**src/axi_trace_pkg.sv**
```systemverilog
package axi_trace_pkg;

  // bus widths
  localparam int addr_w = 32;
  localparam int id_w = 8;
  localparam int len_w = 8;
  localparam int size_w = 3;
  localparam int resp_w = 2;

  // trace record fields
  localparam int ts_w = 14;
  localparam int chan_w = 2;
  localparam int rec_w = chan_w + ts_w + id_w + addr_w + len_w;

  localparam int num_chan = 3;

  typedef logic [chan_w-1:0] chan_t;
  typedef logic [ts_w-1:0] ts_t;

  // channel codes, vector index is code minus one
  localparam chan_t chan_none = 2'd0;
  localparam chan_t chan_ar = 2'd1;
  localparam chan_t chan_aw = 2'd2;
  localparam chan_t chan_b = 2'd3;

  // one AR or AW address beat
  typedef struct packed {
    logic [id_w-1:0] id;
    logic [addr_w-1:0] addr;
    logic [len_w-1:0] len;
    logic [size_w-1:0] size;
  } ax_beat_t;

  // one write response
  typedef struct packed {
    logic [id_w-1:0] id;
    logic [resp_w-1:0] resp;
  } b_beat_t;

  // one stream beat, chan in the top bits
  typedef struct packed {
    chan_t chan;
    ts_t ts;
    logic [id_w-1:0] id;
    logic [addr_w-1:0] addr;
    logic [len_w-1:0] len;
  } trace_rec_t;

  function automatic trace_rec_t ax_record(ax_beat_t beat, chan_t chan, ts_t ts);
    trace_rec_t rec;
    rec.chan = chan;
    rec.ts = ts;
    rec.id = beat.id;
    rec.addr = beat.addr;
    rec.len = beat.len;
    return rec;
  endfunction

  // resp goes in the low addr bits, len stays zero
  function automatic trace_rec_t b_record(b_beat_t beat, chan_t chan, ts_t ts);
    trace_rec_t rec;
    rec.chan = chan;
    rec.ts = ts;
    rec.id = beat.id;
    rec.addr = {{(addr_w - resp_w){1'b0}}, beat.resp};
    rec.len = '0;
    return rec;
  endfunction

endpackage

```
**src/channel_tap.sv**
```systemverilog
`timescale 1ns/1ps

module channel_tap #(
  parameter type payload_t = logic,
  parameter axi_trace_pkg::chan_t chan_code = axi_trace_pkg::chan_none
) (
  input  logic                 clk,
  input  logic                 resetn,
  input  logic                 enable,

  // manager side
  input  payload_t             in_payload,
  input  logic                 in_valid,
  output logic                 in_ready,

  // subordinate side
  output payload_t             out_payload,
  output logic                 out_valid,
  input  logic                 out_ready,

  // scheduler side
  input  axi_trace_pkg::ts_t   ts,
  input  logic                 grant,
  output logic                 pending,
  output payload_t             captured,
  output axi_trace_pkg::ts_t   captured_ts
);

  logic handshake;
  logic capture;

  // channel is held off while a record waits for the scheduler
  assign out_payload = in_payload;
  assign out_valid = in_valid && !pending;
  assign in_ready = out_ready && !pending;

  assign handshake = in_valid && in_ready;
  assign capture = handshake && enable;

  // pending flag
  always_ff @(posedge clk) begin
    if (!resetn) begin
      pending <= 1'b0;
    end else if (capture) begin
      pending <= 1'b1;
    end else if (grant) begin
      pending <= 1'b0;
    end
  end

  // beat and stamp, only loaded on a traced handshake
  always_ff @(posedge clk) begin
    if (capture) begin
      captured <= in_payload;
      captured_ts <= ts;
    end
  end

  // a held record stays put until the scheduler takes it
  a_stall_while_pending: assert property (
    @(posedge clk) disable iff (!resetn)
    pending && !grant |=> pending && $stable(captured) && $stable(captured_ts)
  ) else $error("tap %0d: pending record lost or overwritten before grant", chan_code);

  // scheduler only grants a tap that asked
  a_grant_needs_pending: assert property (
    @(posedge clk) disable iff (!resetn)
    grant |-> pending
  ) else $error("tap %0d: grant without pending record", chan_code);

endmodule

```
**src/trace_scheduler.sv**
```systemverilog
`timescale 1ns/1ps

module trace_scheduler (
  input  logic                                                   clk,
  input  logic                                                   resetn,

  output axi_trace_pkg::ts_t                                     ts,

  // one request and record per channel, index is code minus one
  input  logic [axi_trace_pkg::num_chan-1:0]                     req,
  input  axi_trace_pkg::trace_rec_t [axi_trace_pkg::num_chan-1:0] recs,
  output logic [axi_trace_pkg::num_chan-1:0]                     grant,

  // stream output
  output axi_trace_pkg::trace_rec_t                              rec_tdata,
  output logic                                                   rec_tvalid,
  input  logic                                                   rec_tready
);

  // requests as seen one cycle late
  logic [axi_trace_pkg::num_chan-1:0] req_q;
  logic [axi_trace_pkg::num_chan-1:0] eligible;

  // chan_w bits are enough to index num_chan channels
  logic [axi_trace_pkg::chan_w-1:0] last_idx;
  logic [axi_trace_pkg::chan_w-1:0] win_idx;
  logic win_found;

  logic can_load;
  logic load;

  // free-running timestamp, wraps
  always_ff @(posedge clk) begin
    if (!resetn) begin
      ts <= '0;
    end else begin
      ts <= ts + 1'b1;
    end
  end

  // registered request stage
  // the channel just granted drops out at once
  always_ff @(posedge clk) begin
    if (!resetn) begin
      req_q <= '0;
    end else begin
      req_q <= req & ~grant;
    end
  end

  assign eligible = req & req_q;

  // output register free now or emptied this cycle
  assign can_load = !rec_tvalid || rec_tready;

  // round robin, search starts just after the last winner
  always_comb begin
    logic [axi_trace_pkg::chan_w-1:0] cand;
    win_found = 1'b0;
    win_idx = last_idx;
    grant = '0;
    for (int i = 1; i <= axi_trace_pkg::num_chan; i++) begin
      cand = axi_trace_pkg::chan_w'((int'(last_idx) + i) % axi_trace_pkg::num_chan);
      if (!win_found && eligible[cand]) begin
        win_found = 1'b1;
        win_idx = cand;
      end
    end
    if (win_found && can_load) begin
      grant[win_idx] = 1'b1;
    end
  end

  assign load = |grant;

  // pointer starts on B so AR wins first
  always_ff @(posedge clk) begin
    if (!resetn) begin
      rec_tvalid <= 1'b0;
      last_idx <= axi_trace_pkg::chan_w'(axi_trace_pkg::num_chan - 1);
    end else if (load) begin
      rec_tvalid <= 1'b1;
      last_idx <= win_idx;
    end else if (rec_tready) begin
      rec_tvalid <= 1'b0;
    end
  end

  always_ff @(posedge clk) begin
    if (load) begin
      rec_tdata <= recs[win_idx];
    end
  end

  a_grant_onehot: assert property (
    @(posedge clk) disable iff (!resetn)
    $onehot0(grant)
  ) else $error("more than one grant in a cycle");

  // stalled beat keeps valid and data
  a_hold_under_backpressure: assert property (
    @(posedge clk) disable iff (!resetn)
    rec_tvalid && !rec_tready |=> rec_tvalid && $stable(rec_tdata)
  ) else $error("stream beat changed while stalled");

endmodule

```
**src/axi_trace_top.sv**
```systemverilog
`timescale 1ns/1ps

module axi_trace_top (
  input  logic                                  clk,
  input  logic                                  resetn,
  input  logic [axi_trace_pkg::num_chan-1:0]    trace_enable,

  // AR channel
  input  axi_trace_pkg::ax_beat_t               ar_in,
  input  logic                                  ar_in_valid,
  output logic                                  ar_in_ready,
  output axi_trace_pkg::ax_beat_t               ar_out,
  output logic                                  ar_out_valid,
  input  logic                                  ar_out_ready,

  // AW channel
  input  axi_trace_pkg::ax_beat_t               aw_in,
  input  logic                                  aw_in_valid,
  output logic                                  aw_in_ready,
  output axi_trace_pkg::ax_beat_t               aw_out,
  output logic                                  aw_out_valid,
  input  logic                                  aw_out_ready,

  // B channel, in from the subordinate
  input  axi_trace_pkg::b_beat_t                b_in,
  input  logic                                  b_in_valid,
  output logic                                  b_in_ready,
  output axi_trace_pkg::b_beat_t                b_out,
  output logic                                  b_out_valid,
  input  logic                                  b_out_ready,

  // trace stream
  output axi_trace_pkg::trace_rec_t             rec_tdata,
  output logic                                  rec_tvalid,
  input  logic                                  rec_tready
);

  axi_trace_pkg::ts_t ts;
  logic [axi_trace_pkg::num_chan-1:0] req;
  logic [axi_trace_pkg::num_chan-1:0] grant;
  axi_trace_pkg::trace_rec_t [axi_trace_pkg::num_chan-1:0] recs;

  axi_trace_pkg::ax_beat_t ar_captured;
  axi_trace_pkg::ax_beat_t aw_captured;
  axi_trace_pkg::b_beat_t b_captured;
  axi_trace_pkg::ts_t ar_captured_ts;
  axi_trace_pkg::ts_t aw_captured_ts;
  axi_trace_pkg::ts_t b_captured_ts;

  channel_tap #(
    .payload_t (axi_trace_pkg::ax_beat_t),
    .chan_code (axi_trace_pkg::chan_ar)
  ) u_tap_ar (
    .clk         (clk),
    .resetn      (resetn),
    .enable      (trace_enable[axi_trace_pkg::chan_ar - 1]),
    .in_payload  (ar_in),
    .in_valid    (ar_in_valid),
    .in_ready    (ar_in_ready),
    .out_payload (ar_out),
    .out_valid   (ar_out_valid),
    .out_ready   (ar_out_ready),
    .ts          (ts),
    .grant       (grant[axi_trace_pkg::chan_ar - 1]),
    .pending     (req[axi_trace_pkg::chan_ar - 1]),
    .captured    (ar_captured),
    .captured_ts (ar_captured_ts)
  );

  channel_tap #(
    .payload_t (axi_trace_pkg::ax_beat_t),
    .chan_code (axi_trace_pkg::chan_aw)
  ) u_tap_aw (
    .clk         (clk),
    .resetn      (resetn),
    .enable      (trace_enable[axi_trace_pkg::chan_aw - 1]),
    .in_payload  (aw_in),
    .in_valid    (aw_in_valid),
    .in_ready    (aw_in_ready),
    .out_payload (aw_out),
    .out_valid   (aw_out_valid),
    .out_ready   (aw_out_ready),
    .ts          (ts),
    .grant       (grant[axi_trace_pkg::chan_aw - 1]),
    .pending     (req[axi_trace_pkg::chan_aw - 1]),
    .captured    (aw_captured),
    .captured_ts (aw_captured_ts)
  );

  channel_tap #(
    .payload_t (axi_trace_pkg::b_beat_t),
    .chan_code (axi_trace_pkg::chan_b)
  ) u_tap_b (
    .clk         (clk),
    .resetn      (resetn),
    .enable      (trace_enable[axi_trace_pkg::chan_b - 1]),
    .in_payload  (b_in),
    .in_valid    (b_in_valid),
    .in_ready    (b_in_ready),
    .out_payload (b_out),
    .out_valid   (b_out_valid),
    .out_ready   (b_out_ready),
    .ts          (ts),
    .grant       (grant[axi_trace_pkg::chan_b - 1]),
    .pending     (req[axi_trace_pkg::chan_b - 1]),
    .captured    (b_captured),
    .captured_ts (b_captured_ts)
  );

  // records built from the held beats
  assign recs[axi_trace_pkg::chan_ar - 1] =
    axi_trace_pkg::ax_record(ar_captured, axi_trace_pkg::chan_ar, ar_captured_ts);
  assign recs[axi_trace_pkg::chan_aw - 1] =
    axi_trace_pkg::ax_record(aw_captured, axi_trace_pkg::chan_aw, aw_captured_ts);
  assign recs[axi_trace_pkg::chan_b - 1] =
    axi_trace_pkg::b_record(b_captured, axi_trace_pkg::chan_b, b_captured_ts);

  trace_scheduler u_sched (
    .clk        (clk),
    .resetn     (resetn),
    .ts         (ts),
    .req        (req),
    .recs       (recs),
    .grant      (grant),
    .rec_tdata  (rec_tdata),
    .rec_tvalid (rec_tvalid),
    .rec_tready (rec_tready)
  );

endmodule

```
**config.mk**
```make
export PLATFORM = sky130hd
export DESIGN_NAME = axi_trace_top
export DESIGN_NICKNAME = d
export VERILOG_FILES = /design/src/axi_trace_pkg.sv /design/src/channel_tap.sv /design/src/trace_scheduler.sv /design/src/axi_trace_top.sv
export SDC_FILE = /design/constraint.sdc
export NUM_CORES = 1
export LEC_CHECK = 0
export ABC_AREA = 1
export BUFFER_PORTS_ARGS = -buffer_cell sky130_fd_sc_hd__buf_4
export CAP_MARGIN = 20
export CORE_MARGIN = 1
export CORE_UTILIZATION = 46
export DETAILED_ROUTE_END_ITERATION = 12
export GPL_TIMING_DRIVEN = 0
export PLACE_DENSITY = 0.73
export SETUP_SLACK_MARGIN = 0.4
export SLEW_MARGIN = 20
export SYNTH_ARGS = -nofsm -noshare
export SYNTH_HDL_FRONTEND = slang
export SYNTH_SLANG_ARGS = --single-unit
```
**constraint.sdc**
```tcl
create_clock -name clk -period 4.3 [get_ports clk]
set_input_delay 0.215 -clock clk [delete_from_list [all_inputs] [get_ports clk]]
set_output_delay 0.215 -clock clk [all_outputs]
set_load 0.02 [all_outputs]
```
==> impl_summary.md <==
Detailed routing
The average via count per standard cell is 4.79. The detail route stage leaves a number of antenna-violating nets equal to 0. For this block, the initial DRC count from the detailed router was 282.

After detailed routing, the average wire length per cell comes to 17.1 um. The residual DRC count is 0. The count of vias placed by the detailed router is 7,039. The routed design has 25,200 um of wire. The number of detailed-routing iterations run before antenna repair is 4.

STA
The total count of hold-check failures in the final report is 0. Setup repair after global routing left no endpoint under its margin. The slew at the pin closest to its max-slew limit is 0.673 ns. The total negative slack is 0 ns. The number of slew-limit violations in the final report is 0. The relative slew slack is 55.1%. Across all hold checks on the routed design, the worst slack comes to 0.0152 ns. The fmax is 323 MHz. The final critical path takes up 72.0% of the cycle. The setup violation total in the final timing report is 0.

The final critical-path required period is 3.10 ns. For the final database, setup skew stands at 0.0113 ns.

Clock tree
The clock net in this run drives a total of 235 sinks. The CTS tree is done. The number of hold buffers added after cts is 106.

The clock-pin slew on the worst setup and hold paths is 0.06 ns. The number of buffers inserted by post-CTS setup repair is 0. No sink is reached through more buffers than the 3 on the longest clock path.

Clock latency on the worst-skew pair, taken at its later pin, is 0.51 ns. The count of cells resized by post-cts repair is 0. Buffers inserted during clock tree synthesis total 24. The tree is rooted in a clkbuf_16. The H-tree level count is 1.

Power
Combinational logic burns 10.9% of the power. The switching component of the power is 1.09 mW. The sequential share of power is 49.7%. The internal power of the cells totals 4.05 mW. The cell leakage power is 5.82 nW. The cell area power density is 367 nW/um^2. The maximum resistive drop on vdd is 0.236 mV. The switching power as a share of total power is 21.2%.

The clock network accounts for 39.4% of the total power.

Worst setup path
The type of the setup path with the least slack is flip-flop to flip-flop. The startpoint identified for the worst register-to-register timing path is u_sched.last_idx[0]$_SDFFE_PN0P_. For flop-to-flop paths, the worst setup slack is 1.20 ns. The nature of the critical path endpoint is a flip-flop.

The required time at the endpoint of the critical path is 4.48 ns. The arrival time of the worst setup path is 3.27 ns. In this run the worst path has a maximum fanout of 51.

The number of cells on the worst reg-to-reg path is 14. In this run the critical register-to-register path is captured at u_sched.rec_tdata[7]$_DFFE_PP_. STA classifies the critical path startpoint as a flip-flop.

Layout
In the layout the commonest cells are buf_4, edfxtp_1, nor2_1. The count of placed standard cells in the final layout, fillers left out is 1,469. The layout overhead on the synthesized area is 47.8%. The ratio of cells with drive above 1 in the final layout is 40.2%.

The most common cell after layout, fill and taps aside is buf_4. Cells fill 69.3% of the core in the end. The number of antenna diodes in the final layout is 0. The net count of the finished layout is 1,311.

Placement
The total half-perimeter wirelength after legalization and detailed placement is 15,900 um. At the end of routability-driven placement, the weighted congestion stood at 0.809. The number of buffers added on ports is 300.

The cell total after placement is 1,320.

Hold path
The number of stages on the worst hold path is 3. The worst hold endpoint is u_tap_b.pending$_SDFFE_PN0P_. The min-delay analysis places its worst path in the category input pin to flip-flop. The startpoint identified for the worst hold timing path is trace_enable[2].

Floorplanning
The initial utilization of the core area, before any placement, comes to 46.9%. The region available for standard cell placement spans 20,200 um^2. The die is 146 um wide. The floorplan has 52 rows. Pin placement for this block handled 307 I/O pins. The overall die area is 21,200 um^2. Measured along the y axis, the die boundary spans 146 um.

Yosys
The average instance area after synthesis is 12.7 um^2. The number of flip-flops and latches in the synthesized netlist is 235. The total standard cell area after synthesis is 9490 um^2. The number of warnings reported in the yosys synthesis log is 0. The net count after synthesis is 875. Counting every instance in the synthesized netlist gives 747. The sequential-to-total area share from yosys stat is 71.9%. The post-synthesis cell type count is 27.

Run
Max-cap violations in this run came to 0.

GRT
The largest net degree at the start of global routing is 52. The wire length of the first global-routing pass is 38,100 um. The number of global-route vias before repair was 7,050.

The number of antenna violations at the first check in global routing is 0. Global routing finished with a remaining overflow of 0. The overall routing resource usage is 23.4%.

Run status
The flow ran to the end, and the final reports show no timing, DRC or antenna violations.
-- power groups by stage --
stage,sequential [mW],clock [mW],combinational (mW)
final,2.56,2.03,0.561
after global routing,2.56,2.14,0.592
after CTS,2.56,2.05,0.554
after global placement,2.61,0,0.460
after floorplan,2.61,0,0.223
after detailed placement,2.61,0,0.474
-- worst max-delay path, cell delays in order, from the launching register on --
cell,delay (ns)
dfxtp_1,0.39
inv_1,0.09
ha_1,0.37
inv_2,0.13
nand2_1,0.08
nand2_1,0.07
nand2_1,0.06
nand2_2,0.13
nand3_2,0.12
inv_1,0.12
nand2_1,0.09
nand2_4,0.17
nand4_1,0.25
nand2_4,0.34
buf_16,0.29
-- stage by stage --
step	instance area (um^2)	setup WS [ns]	total power [mW]
4_1_cts	14000	1.23	5.16
2_1_floorplan	9490	0.768	2.84
5_1_grt	14000	0.972	5.30
6_report	14000	1.20	5.15
3_5_place_dp	12200	1.23	3.08
3_3_place_gp	12100	-0.411	3.07
-- Yosys cell counts (all sizes together) --
cell type,count,area share (%)
edfxtp,212,67
nand3,48,2.6
nand2,40,1.7
nor2,122,4.8
nand4,2,0.13
clkinv,1,0.053
o21a,1,0.079
ha,4,0.53
xor2,2,0.18
buf,129,9.9
a21oi,11,0.58
inv,38,1.5
a21boi,1,0.079
clkbuf,8,0.36
o21ai,97,5.2
nor3,7,0.37
nor3b,1,0.079
dfxtp,23,4.9
-- area by class of cell --
| class | count | area (um^2) |
|---|---|---|
| buffer | 137 | 971 |
| clock buffer | 32 | 672 |
| clock inverter | 10 | 98.8 |
| fill | 1410 | 6200 |
| inverter | 39 | 153 |
| multi-input combinational | 336 | 1560 |
| sequential | 235 | 6830 |
| tap | 270 | 338 |
| timing repair buffer | 410 | 3420 |
-- worst max-delay path by stage --
| stage | start | cells past startpoint | to |
|---|---|---|---|
| global placement | u_sched.last_idx[0]$_SDFFE_PN0P_ | 13 | u_sched.rec_tdata[18]$_DFFE_PP_ |
| CTS | u_sched.last_idx[0]$_SDFFE_PN0P_ | 14 | u_sched.rec_tdata[18]$_DFFE_PP_ |
| finish | u_sched.last_idx[0]$_SDFFE_PN0P_ | 14 | u_sched.rec_tdata[7]$_DFFE_PP_ |
| global route | u_sched.last_idx[0]$_SDFFE_PN0P_ | 14 | u_sched.rec_tdata[27]$_DFFE_PP_ |
| floorplan | u_sched.last_idx[0]$_SDFFE_PN0P_ | 13 | u_sched.rec_tdata[0]$_DFFE_PP_ |
| detailed placement | u_sched.last_idx[0]$_SDFFE_PN0P_ | 14 | u_sched.rec_tdata[18]$_DFFE_PP_ |
-- routing by layer --
layer	track usage, %	vias up	routed length [um]
met3	3.54	55	1430
met1	27.8	3362	9610
met4	8.79	0	860
met5	0	-	0
li1	-	3354	-
met2	42.6	268	13300
-- cell families (layout without fill, tap and decap cells) --
| family | after synthesis | count (layout) | share of synthesized area [%] |
|---|---|---|---|
| compound gates | 110 | 110 | 5.89 |
| xor+xnor | 2 | 2 | 0.185 |
| fa+ha+maj | 4 | 4 | 0.527 |
| buf+inv | 176 | 628 | 11.8 |
| flops | 235 | 235 | 71.9 |
| simple gates | 220 | 220 | 9.70 |
-- state kept, by name, indices dropped and copies added, names as in the netlist --
name	cells
u_tap_ar.captured_ts	14
u_tap_ar.pending	1
u_tap_aw.captured	48
u_tap_aw.pending	1
u_tap_aw.captured_ts	14
u_sched.req_q	3
u_tap_b.captured_ts	14
u_sched.rec_tdata	64
u_tap_b.pending	1
u_sched.rec_tvalid	1
u_tap_ar.captured	48
u_tap_b.captured	10
u_sched.ts	14
u_sched.last_idx	2
No activity file was read; power rests on OpenSTA's default activity.
